File: config.mk
export PLATFORM = sky130hd
export DESIGN_NAME = vcfg_cluster
export DESIGN_NICKNAME = d
export VERILOG_FILES = /design/src/common/vcfg_pkg.sv /design/src/common/vcsr_req_if.sv /design/src/verilog/vcfg_cluster.sv /design/src/verilog/vcsr_readback.sv /design/src/vcsr/vcsr_unit.sv /design/src/verilog/vcfg_decoder.sv
export VERILOG_INCLUDE_DIRS = /design/src /design/src/common
export SDC_FILE = /design/constraint.sdc
export NUM_CORES = 1
export LEC_CHECK = 0
export ABC_AREA = 1
export BUFFER_PORTS_ARGS = -buffer_cell sky130_fd_sc_hd__buf_2
export CORE_MARGIN = 5
export CORE_UTILIZATION = 30
export CTS_BUF_LIST = sky130_fd_sc_hd__clkbuf_4 sky130_fd_sc_hd__clkbuf_8 sky130_fd_sc_hd__clkbuf_16
export DETAILED_ROUTE_END_ITERATION = 12
export PLACE_DENSITY_LB_ADDON = 0.25
export SETUP_SLACK_MARGIN = 0.3
export SYNTH_ARGS = -nofsm -noshare
export SYNTH_HDL_FRONTEND = slang
export SYNTH_SLANG_ARGS = --single-unit
File: constraint.sdc
create_clock -name clk_i -period 5.37 [get_ports clk_i]
set_input_delay 1.074 -clock clk_i [delete_from_list [all_inputs] [get_ports clk_i]]
set_output_delay 1.074 -clock clk_i [all_outputs]
set_load 0.03 [all_outputs]
File: src/common/vcfg_macros.svh
// Vector configuration sizes
// Vector length, element width and hart count for the vcfg cluster
`ifndef VCFG_MACROS_SVH
`define VCFG_MACROS_SVH

// Vector register length and widest element, in bits
`define VCFG_VLEN 256
`define VCFG_ELEN 32

// VLEN in bytes
`define VCFG_VLENB (`VCFG_VLEN / 8)

// Largest vl, reached with e8 and LMUL 8
`define VCFG_MAXVL (`VCFG_VLENB * 8)
`define VCFG_VL_W 9

// Harts in the cluster
`define VCFG_N_HARTS 4
`define VCFG_HART_W 2

`endif
File: src/common/vcfg_pkg.sv
// Vector configuration package
// vtype fields, request flags and the two decodings of an instruction word
`include "vcfg_macros.svh"

package vcfg_pkg;

  typedef logic [`VCFG_VL_W-1:0] vlen_t;

  typedef enum logic [2:0] {
    EW_8  = 3'd0,
    EW_16 = 3'd1,
    EW_32 = 3'd2,
    EW_64 = 3'd3
  } vew_e;

  // Encoding follows the RVV vlmul field
  typedef enum logic [2:0] {
    LMUL_1   = 3'd0,
    LMUL_2   = 3'd1,
    LMUL_4   = 3'd2,
    LMUL_8   = 3'd3,
    LMUL_RES = 3'd4,
    LMUL_F8  = 3'd5,
    LMUL_F4  = 3'd6,
    LMUL_F2  = 3'd7
  } vlmul_e;

  typedef struct packed {
    logic   vill;
    logic   vma;
    logic   vta;
    vew_e   vsew;
    vlmul_e vlmul;
  } vtype_t;

  typedef enum logic {
    VCFG = 1'b0,
    VCSR = 1'b1
  } vcfg_op_e;

  typedef struct packed {
    logic keep_vl;
    logic reset_vstart;
    logic write_vstart;
    logic set_vstart;
    logic clear_vstart;
  } vcsr_flags_t;

  // vsetvli/vsetvl layout
  typedef struct packed {
    logic        bit31;
    logic [10:0] zimm;
    logic [4:0]  rs1;
    logic [2:0]  funct3;
    logic [4:0]  rd;
    logic [6:0]  opcode;
  } rvv_vsetvli_t;

  // Zicsr register form
  typedef struct packed {
    logic [11:0] addr;
    logic [4:0]  rs1;
    logic [2:0]  funct3;
    logic [4:0]  rd;
    logic [6:0]  opcode;
  } rvv_csr_t;

  typedef union packed {
    rvv_vsetvli_t vsetvli;
    rvv_csr_t     csr;
  } rvv_instr_u;

  localparam logic [6:0]  OPC_VECTOR = 7'h57;
  localparam logic [6:0]  OPC_SYSTEM = 7'h73;
  localparam logic [11:0] CSR_VSTART = 12'h008;

  localparam logic [2:0] F3_OPCFG = 3'd7;
  localparam logic [2:0] F3_CSRRW = 3'd1;
  localparam logic [2:0] F3_CSRRS = 3'd2;
  localparam logic [2:0] F3_CSRRC = 3'd3;

  localparam vtype_t VTYPE_ILLEGAL = '{vill: 1'b1, vsew: EW_8, vlmul: LMUL_1, default: '0};

endpackage

File: src/common/vcsr_req_if.sv
// Vector configuration request bundle
// Carries one decoded request from the decoder to every hart's CSR unit
`timescale 1ns/1ps

interface vcsr_req_if;
  import vcfg_pkg::*;

  vcfg_op_e    op;
  vcsr_flags_t flags;
  logic [31:0] avl;
  vtype_t      vtype;

  modport source (
    output op,
    output flags,
    output avl,
    output vtype
  );

  modport sink (
    input op,
    input flags,
    input avl,
    input vtype
  );

endinterface

File: src/verilog/vcfg_cluster.sv
// Vector configuration cluster
// Decoder, one CSR unit per hart and a readback port for one hart
`timescale 1ns/1ps
`include "vcfg_macros.svh"

module vcfg_cluster (
  input  logic                    clk_i,
  input  logic                    arst_n_i,
  input  logic                    instr_valid_i,
  input  logic [31:0]             instr_i,
  input  logic [`VCFG_HART_W-1:0] hart_id_i,
  input  logic [31:0]             rs1_i,
  input  logic [31:0]             rs2_i,
  input  logic [`VCFG_HART_W-1:0] rd_hart_i,
  output logic [31:0]             vtype_o,
  output logic [`VCFG_VL_W-1:0]   vl_o,
  output logic [`VCFG_VL_W-1:0]   vstart_o
);
  import vcfg_pkg::*;

  rvv_instr_u               instr;
  logic [`VCFG_N_HARTS-1:0] req_valid;
  vtype_t                   hart_vtype  [`VCFG_N_HARTS];
  vlen_t                    hart_vl     [`VCFG_N_HARTS];
  vlen_t                    hart_vstart [`VCFG_N_HARTS];

  vcsr_req_if req_if ();

  assign instr = instr_i;

  vcfg_decoder vcfg_decoder_inst (
    .instr_valid_i (instr_valid_i),
    .instr_i       (instr),
    .hart_id_i     (hart_id_i),
    .rs1_i         (rs1_i),
    .rs2_i         (rs2_i),
    .req_valid_o   (req_valid),
    .req           (req_if.source)
  );

  // Every unit sees the request, only its own strobe makes it act
  for (genvar h = 0; h < `VCFG_N_HARTS; h++) begin : gen_hart
    vcsr_unit vcsr_unit_inst (
      .clk_i       (clk_i),
      .arst_n_i    (arst_n_i),
      .req_valid_i (req_valid[h]),
      .req         (req_if.sink),
      .vtype_o     (hart_vtype[h]),
      .vl_o        (hart_vl[h]),
      .vstart_o    (hart_vstart[h])
    );
  end

  vcsr_readback vcsr_readback_inst (
    .rd_hart_i (rd_hart_i),
    .vtype_i   (hart_vtype),
    .vl_i      (hart_vl),
    .vstart_i  (hart_vstart),
    .vtype_o   (vtype_o),
    .vl_o      (vl_o),
    .vstart_o  (vstart_o)
  );

endmodule

File: src/verilog/vcsr_readback.sv
// Vector CSR readback
// Selects one hart's state and packs vtype into the 32-bit CSR layout
`timescale 1ns/1ps
`include "vcfg_macros.svh"

module vcsr_readback (
  input  logic [`VCFG_HART_W-1:0] rd_hart_i,
  input  vcfg_pkg::vtype_t        vtype_i  [`VCFG_N_HARTS],
  input  vcfg_pkg::vlen_t         vl_i     [`VCFG_N_HARTS],
  input  vcfg_pkg::vlen_t         vstart_i [`VCFG_N_HARTS],
  output logic [31:0]             vtype_o,
  output vcfg_pkg::vlen_t         vl_o,
  output vcfg_pkg::vlen_t         vstart_o
);
  import vcfg_pkg::*;

  vtype_t sel_vtype;

  assign sel_vtype = vtype_i[rd_hart_i];

  // vill sits in the MSB, the other fields in the low byte
  assign vtype_o = {
    sel_vtype.vill,
    23'd0,
    sel_vtype.vma,
    sel_vtype.vta,
    sel_vtype.vsew,
    sel_vtype.vlmul
  };

  assign vl_o     = vl_i[rd_hart_i];
  assign vstart_o = vstart_i[rd_hart_i];

endmodule

File: src/vcsr/vcsr_unit.sv
// Vector CSR unit of one hart
// Holds vtype, vl and vstart, checks a new vtype for legality
// and derives vl from AVL and VLMAX
`timescale 1ns/1ps
`include "vcfg_macros.svh"

module vcsr_unit (
  input  logic             clk_i,
  input  logic             arst_n_i,
  input  logic             req_valid_i,
  vcsr_req_if.sink         req,
  output vcfg_pkg::vtype_t vtype_o,
  output vcfg_pkg::vlen_t  vl_o,
  output vcfg_pkg::vlen_t  vstart_o
);
  import vcfg_pkg::*;

  vtype_t vtype_d, vtype_q;
  vlen_t  vl_d, vl_q;
  vlen_t  vstart_d, vstart_q;

  // log2(LMUL) comes out negative for fractional settings
  logic signed [4:0] new_lmul_log;
  logic signed [4:0] old_lmul_log;
  // log2(SEW/LMUL) minus 3
  logic signed [4:0] new_ratio;
  logic signed [4:0] old_ratio;
  logic              vtype_bad;
  vlen_t             vlmax;
  vlen_t             vl_new;

  always_comb begin
    new_lmul_log = $signed({{2{req.vtype.vlmul[2]}}, req.vtype.vlmul});
    old_lmul_log = $signed({{2{vtype_q.vlmul[2]}}, vtype_q.vlmul});
    new_ratio    = $signed({2'b00, req.vtype.vsew}) - new_lmul_log;
    old_ratio    = $signed({2'b00, vtype_q.vsew}) - old_lmul_log;
    // SEW > LMUL * ELEN reduces to vsew > log2(LMUL) + 2 for ELEN 32
    vtype_bad = (req.vtype.vsew > EW_32) ||
                (req.vtype.vlmul == LMUL_RES) ||
                ($signed({2'b00, req.vtype.vsew}) > new_lmul_log + 5'sd2);
  end

  // VLMAX is VLENB / SEW bytes scaled by LMUL
  always_comb begin
    vlmax = vlen_t'(`VCFG_VLENB) >> req.vtype.vsew;
    case (req.vtype.vlmul)
      LMUL_2:  vlmax = vlmax << 1;
      LMUL_4:  vlmax = vlmax << 2;
      LMUL_8:  vlmax = vlmax << 3;
      LMUL_F2: vlmax = vlmax >> 1;
      LMUL_F4: vlmax = vlmax >> 2;
      LMUL_F8: vlmax = vlmax >> 3;
      default: vlmax = vlmax;
    endcase

    // An all-ones AVL lies above any VLMAX and so selects it
    if (req.avl < 32'(vlmax)) begin
      vl_new = vlen_t'(req.avl);
    end else begin
      vl_new = vlmax;
    end
  end

  always_comb begin
    vtype_d  = vtype_q;
    vl_d     = vl_q;
    vstart_d = vstart_q;

    if (req_valid_i) begin
      if (req.flags.reset_vstart) begin
        vstart_d = '0;
      end

      if (req.op == VCSR) begin
        if (req.flags.write_vstart) begin
          vstart_d = vlen_t'(req.avl);
        end else if (req.flags.set_vstart) begin
          vstart_d = vstart_q | vlen_t'(req.avl);
        end else if (req.flags.clear_vstart) begin
          vstart_d = vstart_q & ~vlen_t'(req.avl);
        end
      end else begin
        if (vtype_bad) begin
          vtype_d = VTYPE_ILLEGAL;
          vl_d    = '0;
        end else if (!req.flags.keep_vl) begin
          vtype_d = req.vtype;
          vl_d    = vl_new;
        end else if (new_ratio != old_ratio) begin
          // Keeping vl is only allowed at the same SEW/LMUL ratio
          vtype_d = VTYPE_ILLEGAL;
          vl_d    = '0;
        end else begin
          vtype_d = req.vtype;
        end
      end
    end
  end

  always_ff @(posedge clk_i or negedge arst_n_i) begin
    if (!arst_n_i) begin
      vtype_q  <= VTYPE_ILLEGAL;
      vl_q     <= '0;
      vstart_q <= '0;
    end else begin
      vtype_q  <= vtype_d;
      vl_q     <= vl_d;
      vstart_q <= vstart_d;
    end
  end

  assign vtype_o  = vtype_q;
  assign vl_o     = vl_q;
  assign vstart_o = vstart_q;

endmodule

File: src/verilog/vcfg_decoder.sv
// Vector configuration decoder
// Turns vsetvli, vsetvl and vstart CSR writes into a request plus
// a one-hot valid strobe for the addressed hart
`timescale 1ns/1ps
`include "vcfg_macros.svh"

module vcfg_decoder (
  input  logic                     instr_valid_i,
  input  vcfg_pkg::rvv_instr_u     instr_i,
  input  logic [`VCFG_HART_W-1:0]  hart_id_i,
  input  logic [31:0]              rs1_i,
  input  logic [31:0]              rs2_i,
  output logic [`VCFG_N_HARTS-1:0] req_valid_o,
  vcsr_req_if.source               req
);
  import vcfg_pkg::*;

  logic       is_vset;
  logic       is_vsetvli;
  logic       is_vsetvl;
  logic       is_vstart_csr;
  logic       hit;
  logic [7:0] vtype_bits;
  vtype_t     new_vtype;

  // Instruction recognition
  always_comb begin
    is_vset = (instr_i.vsetvli.opcode == OPC_VECTOR) &&
              (instr_i.vsetvli.funct3 == F3_OPCFG);
    is_vsetvli = is_vset && !instr_i.vsetvli.bit31;
    // vsetvl has bits 30 to 25 clear
    is_vsetvl = is_vset && instr_i.vsetvli.bit31 &&
                (instr_i.vsetvli.zimm[10:5] == 6'd0);
    // Same word seen as a CSR access
    is_vstart_csr = (instr_i.csr.opcode == OPC_SYSTEM) &&
                    (instr_i.csr.addr == CSR_VSTART) &&
                    ((instr_i.csr.funct3 == F3_CSRRW) ||
                     (instr_i.csr.funct3 == F3_CSRRS) ||
                     (instr_i.csr.funct3 == F3_CSRRC));
    hit = is_vsetvli || is_vsetvl || is_vstart_csr;
  end

  // New vtype from zimm or from rs2
  always_comb begin
    vtype_bits      = is_vsetvl ? rs2_i[7:0] : instr_i.vsetvli.zimm[7:0];
    new_vtype.vill  = 1'b0;
    new_vtype.vma   = vtype_bits[7];
    new_vtype.vta   = vtype_bits[6];
    new_vtype.vsew  = vew_e'(vtype_bits[5:3]);
    new_vtype.vlmul = vlmul_e'(vtype_bits[2:0]);
  end

  always_comb begin
    req.op    = VCFG;
    req.flags = '0;
    req.avl   = rs1_i;
    req.vtype = new_vtype;

    if (is_vsetvli || is_vsetvl) begin
      req.flags.reset_vstart = 1'b1;
      if (instr_i.vsetvli.rs1 == 5'd0) begin
        // rs1 = x0 asks for VLMAX, unless rd is x0 too
        if (instr_i.vsetvli.rd != 5'd0) begin
          req.avl = '1;
        end else begin
          req.flags.keep_vl = 1'b1;
        end
      end
    end else if (is_vstart_csr) begin
      req.op = VCSR;
      req.flags.write_vstart = (instr_i.csr.funct3 == F3_CSRRW);
      req.flags.set_vstart   = (instr_i.csr.funct3 == F3_CSRRS);
      req.flags.clear_vstart = (instr_i.csr.funct3 == F3_CSRRC);
    end
  end

  // Strobe only the addressed hart
  assign req_valid_o = (instr_valid_i && hit) ?
                       (`VCFG_N_HARTS'(1) << hart_id_i) : '0;

endmodule

# [Yosys cells after proc, flatten, opt, wreduce, memory -nomap -nowiden]
# Index checks and enable logic that the tools add are counted.
[totals] ff_bits=108 latch_bits=0 ramBits=0 rom_bits=0 in_bits=103 out_inout_bits=50 wordCells=165 n_memories=0
[classes] n_addsub=6 n_mul=0 div=0 order_cmp=4 eq_ne=22 shifts=2 mux=67 bitwise_logic=11 n_reduce_logical=25
[op_table] cell="2-to-1 mux 9 bit" count=51
[op_table] cell="2-to-1 mux 32 bit" count=3
[op_table] cell="binary-select mux 9 bit (select 2 bit)" count=3
[op_table] cell="one-hot mux 9 bit (6 select lines)" count=1
[op_table] cell="bitwise AND 9 bit" count=4
[op_table] cell="bitwise OR 9 bit" count=4
[op_table] cell="less-than comparator 32 x 9 -> 1 bit" count=1
[op_table] cell="subtractor 4 x 3 -> 5 bit" count=5
[op_table] cell="inequality test 5 bit" count=4
[op_table] cell="== test 3 bit (second input constant)" count=5
[op_table] cell="== test 7 bit (second input constant)" count=2
[op_table] cell="== test 12 x 4 -> 1 bit (second input constant)" count=1
[op_table] cell="== test 3 x 2 -> 1 bit (second input constant)" count=4
[op_table] cell="AND reduction 3 bit" count=4
[op_table] cell="inequality test 3 x 2 -> 1 bit (second input constant)" count=3
[op_table] cell="NOT 9 bit" count=1
[op_table] cell="right shift 6 x 3 -> 9 bit (first input constant)" count=1
[op_table] cell="2-to-1 mux 8 bit" count=1
[op_table] cell="AND reduction 2 bit" count=4
[op_table] cell="logical AND 1 bit" count=7
[op_table] cell="== test 3 x 1 -> 1 bit (second input constant)" count=2
[op_table] cell="zero test 6 bit" count=1
[op_table] cell="logical OR 1 bit" count=6
[op_table] cell="2-to-1 mux 3 bit" count=2
[op_table] cell="14 further kinds" count=17

# [Longest topological paths before layout]
[logic_depth] word_depth=12 ltp_mapped=25 ltp_nobuf=25

# [By module]
# From an unflattened synthesis, not the netlist that was laid out.
[unflattened] cells_unflattened=1711 area_unflattened_um2=11208.2
[by_module_without_submodules] module="vcsr_unit (gen_hart[1].vcsr_unit_inst ...)" n_inst=2 cells_per_inst=307 area_per_inst_um2=2250.9 seq_area_each_um2=676.9
[by_module_without_submodules] module="vcsr_unit (gen_hart[3].vcsr_unit_inst)" n_inst=1 cells_per_inst=299 area_per_inst_um2=2240.9 seq_area_each_um2=676.9
[by_module_without_submodules] module="vcsr_unit (gen_hart[0].vcsr_unit_inst)" n_inst=1 cells_per_inst=301 area_per_inst_um2=2233.4 seq_area_each_um2=676.9
[by_module_without_submodules] module="vcsr_readback" n_inst=1 cells_per_inst=339 area_per_inst_um2=1497.7 seq_area_each_um2=0.0
[by_module_without_submodules] module="vcfg_decoder" n_inst=1 cells_per_inst=158 area_per_inst_um2=734.5 seq_area_each_um2=0.0

# [Worst setup path after synthesis]
# Ideal clock, no wire load.
[synth_timing] path_kind="input to register" startpoint="in instr_i[30]" endpoint="reg gen_hart[0].vcsr_unit_inst.vl_q[0]" setup_time_ps=66 arrival_ps=4110 required_ps=5304 slack_ps=1195 path_stages=19 n_path_buf=2 cell_sequence="or2_1 -> nor2_2 -> buf_6 -> nand3b_4 -> nand2_4 -> ha_1 -> inv_1 -> fa_1 -> xnor2_1 -> xnor2_1 -> a2111oi_0 -> nand3_1 -> nor2_1 -> nand2_1 -> and3_1 -> buf_2 -> inv_2 -> nand2_1 -> nand2_1"
[synth_between] elab_chain_len=9 word_cells_on_any_way=37 cone_classes="add/sub (2); order compare (3); eq/ne (10); shift (1); mux (10); bitwise (1); reduce/logical (10)"
[synth_rtl] item="from (decl)" line_no="vcfg_cluster.sv:10" rtl="input logic [31:0] instr_i,"
[synth_rtl] item="zero test 6 bit" line_no="vcfg_decoder.sv:33" rtl="(instr_i.vsetvli.zimm[10:5] == 6'd0);"
[synth_rtl] item="logical AND 1 bit" line_no="vcfg_decoder.sv:32" rtl="is_vsetvl = is_vset && instr_i.vsetvli.bit31 &&"
[synth_rtl] item="2-to-1 mux 8 bit" line_no="vcfg_decoder.sv:45" rtl="vtype_bits = is_vsetvl ? rs2_i[7:0] : instr_i.vsetvli.zimm[7:0];"
[synth_rtl] item="right shift 6 x 3 -> 9 bit, or another cell as far along" line_no="vcsr_unit.sv:45" rtl="vlmax = vlen_t'(`VCFG_VLENB) >> req.vtype.vsew;"
[synth_rtl] item="one-hot mux 9 bit (6 select lines)" line_no="vcsr_unit.sv:46" rtl="case (req.vtype.vlmul)"
[synth_rtl] item="less-than comparator 32 x 9 -> 1 bit" line_no="vcsr_unit.sv:57" rtl="if (req.avl < 32'(vlmax)) begin"
[synth_rtl] item="2-to-1 mux 9 bit" line_no="vcsr_unit.sv:57"
[synth_rtl] item="2-to-1 mux 9 bit" line_no="vcsr_unit.sv:86" rtl="end else if (!req.flags.keep_vl) begin"
[synth_rtl] item="2-to-1 mux 9 bit" line_no="vcsr_unit.sv:83" rtl="if (vtype_bad) begin"
[synth_rtl] item="to (signal assigned)" line_no="vcsr_unit.sv:107" rtl="vl_q <= vl_d;"
[synth_rtl] item="to (decl)" line_no="vcsr_unit.sv:19" rtl="vlen_t vl_d, vl_q;"
# Parallel ways exist; a longest one is shown, timed or not.
# A chain may end at the register's enable or synchronous reset.

# [Final worst setup path]
[layout_timing] startpoint="in instr_i[26]" endpoint="reg gen_hart[2].vcsr_unit_inst.vl_q[1]"
[layout_between] elab_chain_len=9 word_cells_on_any_way=37 cone_classes="add/sub (2); order compare (3); eq/ne (10); shift (1); mux (10); bitwise (1); reduce/logical (10)"
[layout_rtl] item="zero test 6 bit" line_no="vcfg_decoder.sv:33"
[layout_rtl] item="logical AND 1 bit" line_no="vcfg_decoder.sv:32"
[layout_rtl] item="2-to-1 mux 8 bit" line_no="vcfg_decoder.sv:45"
[layout_rtl] item="right shift 6 x 3 -> 9 bit, or another cell as far along" line_no="vcsr_unit.sv:45"
[layout_rtl] item="one-hot mux 9 bit (6 select lines)" line_no="vcsr_unit.sv:46"
[layout_rtl] item="less-than comparator 32 x 9 -> 1 bit" line_no="vcsr_unit.sv:57"
[layout_rtl] item="2-to-1 mux 9 bit" line_no="vcsr_unit.sv:57"
[layout_rtl] item="2-to-1 mux 9 bit" line_no="vcsr_unit.sv:86"
[layout_rtl] item="2-to-1 mux 9 bit" line_no="vcsr_unit.sv:83"
[layout_rtl] item="to (signal assigned)" line_no="vcsr_unit.sv:107"
[layout_rtl] item="to (decl)" line_no="vcsr_unit.sv:19"
# Parallel ways exist; a longest one is shown, timed or not.

==> summary.txt <==
RUN STATUS
--------------------------------------------------------------------------------------------------
Run status .......................................................................... finished clean

SYNTH
--------------------------------------------------------------------------------------------------
Summed instance area of the synthesized netlist .....................................    7840 um^2
Post-synthesis async set-or-reset flop share ........................................         100%
Synthesized area divided by synthesized cell count ..................................    7.55 um^2
Ys Warns ............................................................................            0
Post-synth top flop ................................................................. sky130_fd_sc_hd__dfrtp_1
Flip-flop and latch count after synthesis ...........................................          108
Library cells used by synthesis .....................................................           59
Cell count after synthesis ..........................................................         1039
Sequential cell area fraction in the yosys report ...................................        34.5%
Number of enable-type register cells in the synthesized netlist .....................            0

DETAILED ROUTING
--------------------------------------------------------------------------------------------------
Initial DRT Pass Iterations .........................................................            5
Via count normalized by instance count ..............................................         5.08
Routed via count ....................................................................         7597
DRT Wirelength ......................................................................      26.0 mm
Violation count after the first detailed-routing iteration ..........................          503
Number of design rule violations left after detail routing ..........................            0
Final antenna-violating net count ...................................................            0
Routed length per instance ..........................................................      17.4 um

GLOBAL ROUTE
--------------------------------------------------------------------------------------------------
Grt total ovfl ......................................................................            0
Tot GR Track Use ....................................................................        17.4%
First-pass GRT wire length ..........................................................      40.6 mm
Initial antenna violation count .....................................................            0
Via count of the first global-routing pass ..........................................         7405
Pin count of the biggest net entering global routing ................................           73

FLOORPLAN
--------------------------------------------------------------------------------------------------
Core region area ....................................................................   25900 um^2
Horizontal extent of the die ........................................................       172 um
Total Die Area ......................................................................   29500 um^2
Height of the chip ..................................................................       172 um
Effective utilization at floorplan ..................................................        30.3%
Std-Cell Rows .......................................................................           59
Number of top-level design ports ....................................................          153

CTS
--------------------------------------------------------------------------------------------------
CTS sink count ......................................................................          108
Number of buffers between clock root and the deepest sink ...........................            2
Clock transition time at the flip-flop clock pins of the worst setup and hold paths .      0.07 ns
# resized after CTS .................................................................            0
CTS tree ............................................................................        built
Hold-fix buffers at CTS .............................................................            0
Cell at the root of the clock tree .................................................. sky130_fd_sc_hd__clkbuf_16
CTS buffer count ....................................................................            9
Clock latency on the worst-skew pair ................................................      0.38 ns
Count of buffers added by post-CTS timing repair for setup ..........................            0
CTS H-tree depth ....................................................................            3

STA
--------------------------------------------------------------------------------------------------
Final number of hold-violating endpoints ............................................            0
Setup TNS after final layout ........................................................         0 ns
Max Clk Rate ........................................................................      213 MHz
Number of max-slew violations in the final report ...................................            0
Final period utilization ............................................................        87.3%
Setup repair after global routing missed its margin .................................        false
Max-Slew Margin vs Limit ............................................................        34.5%
Time the worst path needs with I/O delays and setup .................................      4.69 ns
Worst clock skew ....................................................................    0.0152 ns
Transition time of the tightest slew-check pin ......................................     0.974 ns
Final Setup Violations ..............................................................            0

POWER
--------------------------------------------------------------------------------------------------
Cell area power density .............................................................  204 nW/um^2
Reported leakage power ..............................................................   0.00452 uW
VDD IR max ..........................................................................   0.000162 V

PLACED DESIGN
--------------------------------------------------------------------------------------------------
Input/output buffers ................................................................          105
Final weighted congestion of routability-driven global placement ....................        0.907
Hpwl dp .............................................................................      19.5 mm
Cell Area, Placed ...................................................................    8780 um^2

SETUP PATH
--------------------------------------------------------------------------------------------------
Critical Path Source Type ...........................................................   input port
Crit-path most repeated cell ........................................................ sky130_fd_sc_hd__nand2_1
Crit path cell chain ................................................................ buf_2 > nor2_1 > nand3_1 > nor2_2 > nand3_1 > nand2_4 > ha_1 > inv_1 > fa_1 > a21oi_1 > xnor2_4 > nand2_1 > o211ai_1 > nor3b_1 > buf_4 > nand2_1 > nand2_1 > nor2_2 > inv_1 > nand2_1 > nand2_1
Crit-path max cell delay ............................................................      0.43 ns
Maximum fanout count along the critical path ........................................           10
Critical path capture point type ....................................................     register
Slowest-stage cell, CP .............................................................. sky130_fd_sc_hd__nor2_2
Required arrival time at the worst endpoint .........................................      5.63 ns
Arrival time at the worst endpoint ..................................................      4.95 ns
Kind of critical path ...............................................................       in2reg

MIN PATH
--------------------------------------------------------------------------------------------------
Path category of the worst min-delay check ..........................................      reg2reg

FINISH
--------------------------------------------------------------------------------------------------
Cell area after layout ..............................................................    9090 um^2
Area Overhead vs Synth ..............................................................        15.9%
Fraction of final layout cells sized beyond drive strength 1 ........................        18.3%
Antenna fix cells ...................................................................            0
Number of fillers in the final layout ...............................................         2750
Final nets ..........................................................................         1294
Final core utilization ..............................................................        35.1%

FLOW RUN
--------------------------------------------------------------------------------------------------
MaxCap Viol Count ...................................................................            0

==> through the flow <==
step	setup WS, ns	cells	total power, uW	hold WS, ns
final	0.681	1495	1860	0.478
after global routing	0.373	1495	1930	0.492
after CTS	0.738	1495	1870	0.482
after detailed placement	0.328	1479	1170	0.461
after global placement	0.444	1479	1170	0.459
after floorplan	1.19	1061	1050	0.444
==> critical path, delay by kind of cell <==
| kind | cells | cell delay, ns |
|---|---|---|
| xor+xnor | 1 | 0.22 |
| simple gates | 12 | 1.92 |
| fa+ha+maj | 2 | 0.58 |
| compound gates | 2 | 0.46 |
| buf+inv | 4 | 0.66 |
==> where the power goes <==
group / switching (uW) / internal (uW) / leakage, uW / total, uW
logic: 239 / 105 / 0.00292 / 344
registers: 0.377 / 813 / 0.00144 / 814
clock network: 366 / 333 / 0.000148 / 699
total: 605 / 1250 / 0.00452 / 1860
==> path summary, 6_finish.rpt <==
| path | startpoint | end | slack, ns | cells past startpoint |
|---|---|---|---|---|
| worst max-delay path | instr_i[26] | gen_hart[2].vcsr_unit_inst.vl_o[1]$_DFFE_PN0P_ | 0.68 | 21 |
| worst min register to register | gen_hart[2].vcsr_unit_inst.vl_o[3]$_DFFE_PN0P_ | gen_hart[2].vcsr_unit_inst.vl_o[3]$_DFFE_PN0P_ | 0.48 | 2 |
| worst max register to register | gen_hart[2].vcsr_unit_inst.vtype_o[3]$_DFFE_PN0P_ | gen_hart[2].vcsr_unit_inst.vl_o[1]$_DFFE_PN0P_ | 2.27 | 16 |
| max in group asynchronous | arst_n_i | gen_hart[1].vcsr_unit_inst.vtype_o[8]$_DFFE_PN1P_ | 3.45 | 2 |
| worst min-delay path | gen_hart[2].vcsr_unit_inst.vl_o[3]$_DFFE_PN0P_ | gen_hart[2].vcsr_unit_inst.vl_o[3]$_DFFE_PN0P_ | 0.48 | 2 |
| min in group asynchronous | arst_n_i | gen_hart[3].vcsr_unit_inst.vl_o[0]$_DFFE_PN0P_ | 0.85 | 1 |
==> kinds of logic after synthesis <==
kind of cell	Yosys count	share of synthesized area, %
XOR/XNOR	26	3.14
other	1	0.0478
AO/OA/AOI/OAI	257	18.5
AND/OR/NAND/NOR	442	28.0
adder cells (fa/ha/maj)	36	6.22
multiplexers	1	0.128
flip-flops	108	34.5
buffers and inverters	168	9.48
==> metal layers <==
| metal | wire [um] | track usage, % | vias up |
|---|---|---|---|
| met5 | 0 | 0 | - |
| met4 | 318 | 3.51 | 0 |
| met3 | 1140 | 2.71 | 22 |
| met2 | 12300 | 28.9 | 188 |
| met1 | 12200 | 24.2 | 3639 |
| li1 | - | - | 3748 |
==> synthesized netlist by cell type (all sizes together), types with 2 or more instances <==
cell type  number  area (um^2)
nand2         192          867
inv           117          442
nor2          112          448
o21ai         108          544
dfrtp         104         2600
a21oi          62          310
nand4          45          288
o22ai          42          263
nand3          35          215
nor3           34          198
buf            31          226
ha             31          388
clkbuf         18         67.6
a31oi          14         87.6
xnor2          13          133
xor2           13          114
nor4           11         75.1
o31ai           8         60.1
o21a            7         53.8
fa              5          100
o32ai           5         43.8
dfstp           4          105
or2             4         25.0
nand3b          3         35.0
nor3b           3         22.5
a211oi          2         15.0
a22oi           2         15.0
clkinv          2         7.51
o211ai          2         15.0
==> registers in the layout, summed over array words and instances, names as in the netlist <==
register / flops
gen_hart.vcsr_unit_inst.vtype_o: 36
gen_hart.vcsr_unit_inst.vl_o: 36
gen_hart.vcsr_unit_inst.vstart_o: 36
==> area by class of cell <==
type	instances	area, um^2	share of cell area [%]
repair buffers	132	731	8.04
clock buffers	9	225	2.48
well taps	335	419	4.61
clock inverters	7	78.8	0.868
multi-input cells	785	4480	49.3
flip-flops and latches	108	2710	29.8
inverters	119	449	4.94
==> layout by cell type, fill, tap and decap left out, types with 3 or more instances in the layout <==
| cell | instances |
|---|---|
| sky130_fd_sc_hd__a21oi_1 | 62 |
| sky130_fd_sc_hd__a31oi_1 | 14 |
| sky130_fd_sc_hd__buf_2 | 104 |
| sky130_fd_sc_hd__buf_4 | 28 |
| sky130_fd_sc_hd__clkbuf_16 | 9 |
| sky130_fd_sc_hd__conb_1 | 23 |
| sky130_fd_sc_hd__dfrtp_1 | 104 |
| sky130_fd_sc_hd__dfstp_2 | 4 |
| sky130_fd_sc_hd__fa_1 | 5 |
| sky130_fd_sc_hd__ha_1 | 31 |
| sky130_fd_sc_hd__inv_1 | 110 |
| sky130_fd_sc_hd__inv_2 | 6 |
| sky130_fd_sc_hd__inv_6 | 3 |
| sky130_fd_sc_hd__nand2_1 | 167 |
| sky130_fd_sc_hd__nand2_2 | 10 |
| sky130_fd_sc_hd__nand2_4 | 14 |
| sky130_fd_sc_hd__nand3_1 | 27 |
| sky130_fd_sc_hd__nand3_2 | 8 |
| sky130_fd_sc_hd__nand4_1 | 44 |
| sky130_fd_sc_hd__nor2_1 | 104 |
| sky130_fd_sc_hd__nor2_2 | 6 |
| sky130_fd_sc_hd__nor3_1 | 31 |
| sky130_fd_sc_hd__nor3b_1 | 3 |
| sky130_fd_sc_hd__nor4_1 | 10 |
| sky130_fd_sc_hd__o21a_1 | 6 |
| sky130_fd_sc_hd__o21ai_0 | 107 |
| sky130_fd_sc_hd__o22ai_1 | 42 |
| sky130_fd_sc_hd__o31ai_1 | 8 |
| sky130_fd_sc_hd__o32ai_1 | 5 |
| sky130_fd_sc_hd__or2_2 | 3 |
| sky130_fd_sc_hd__xnor2_1 | 12 |
| sky130_fd_sc_hd__xor2_1 | 13 |
(Power assumes the default switching activity.)
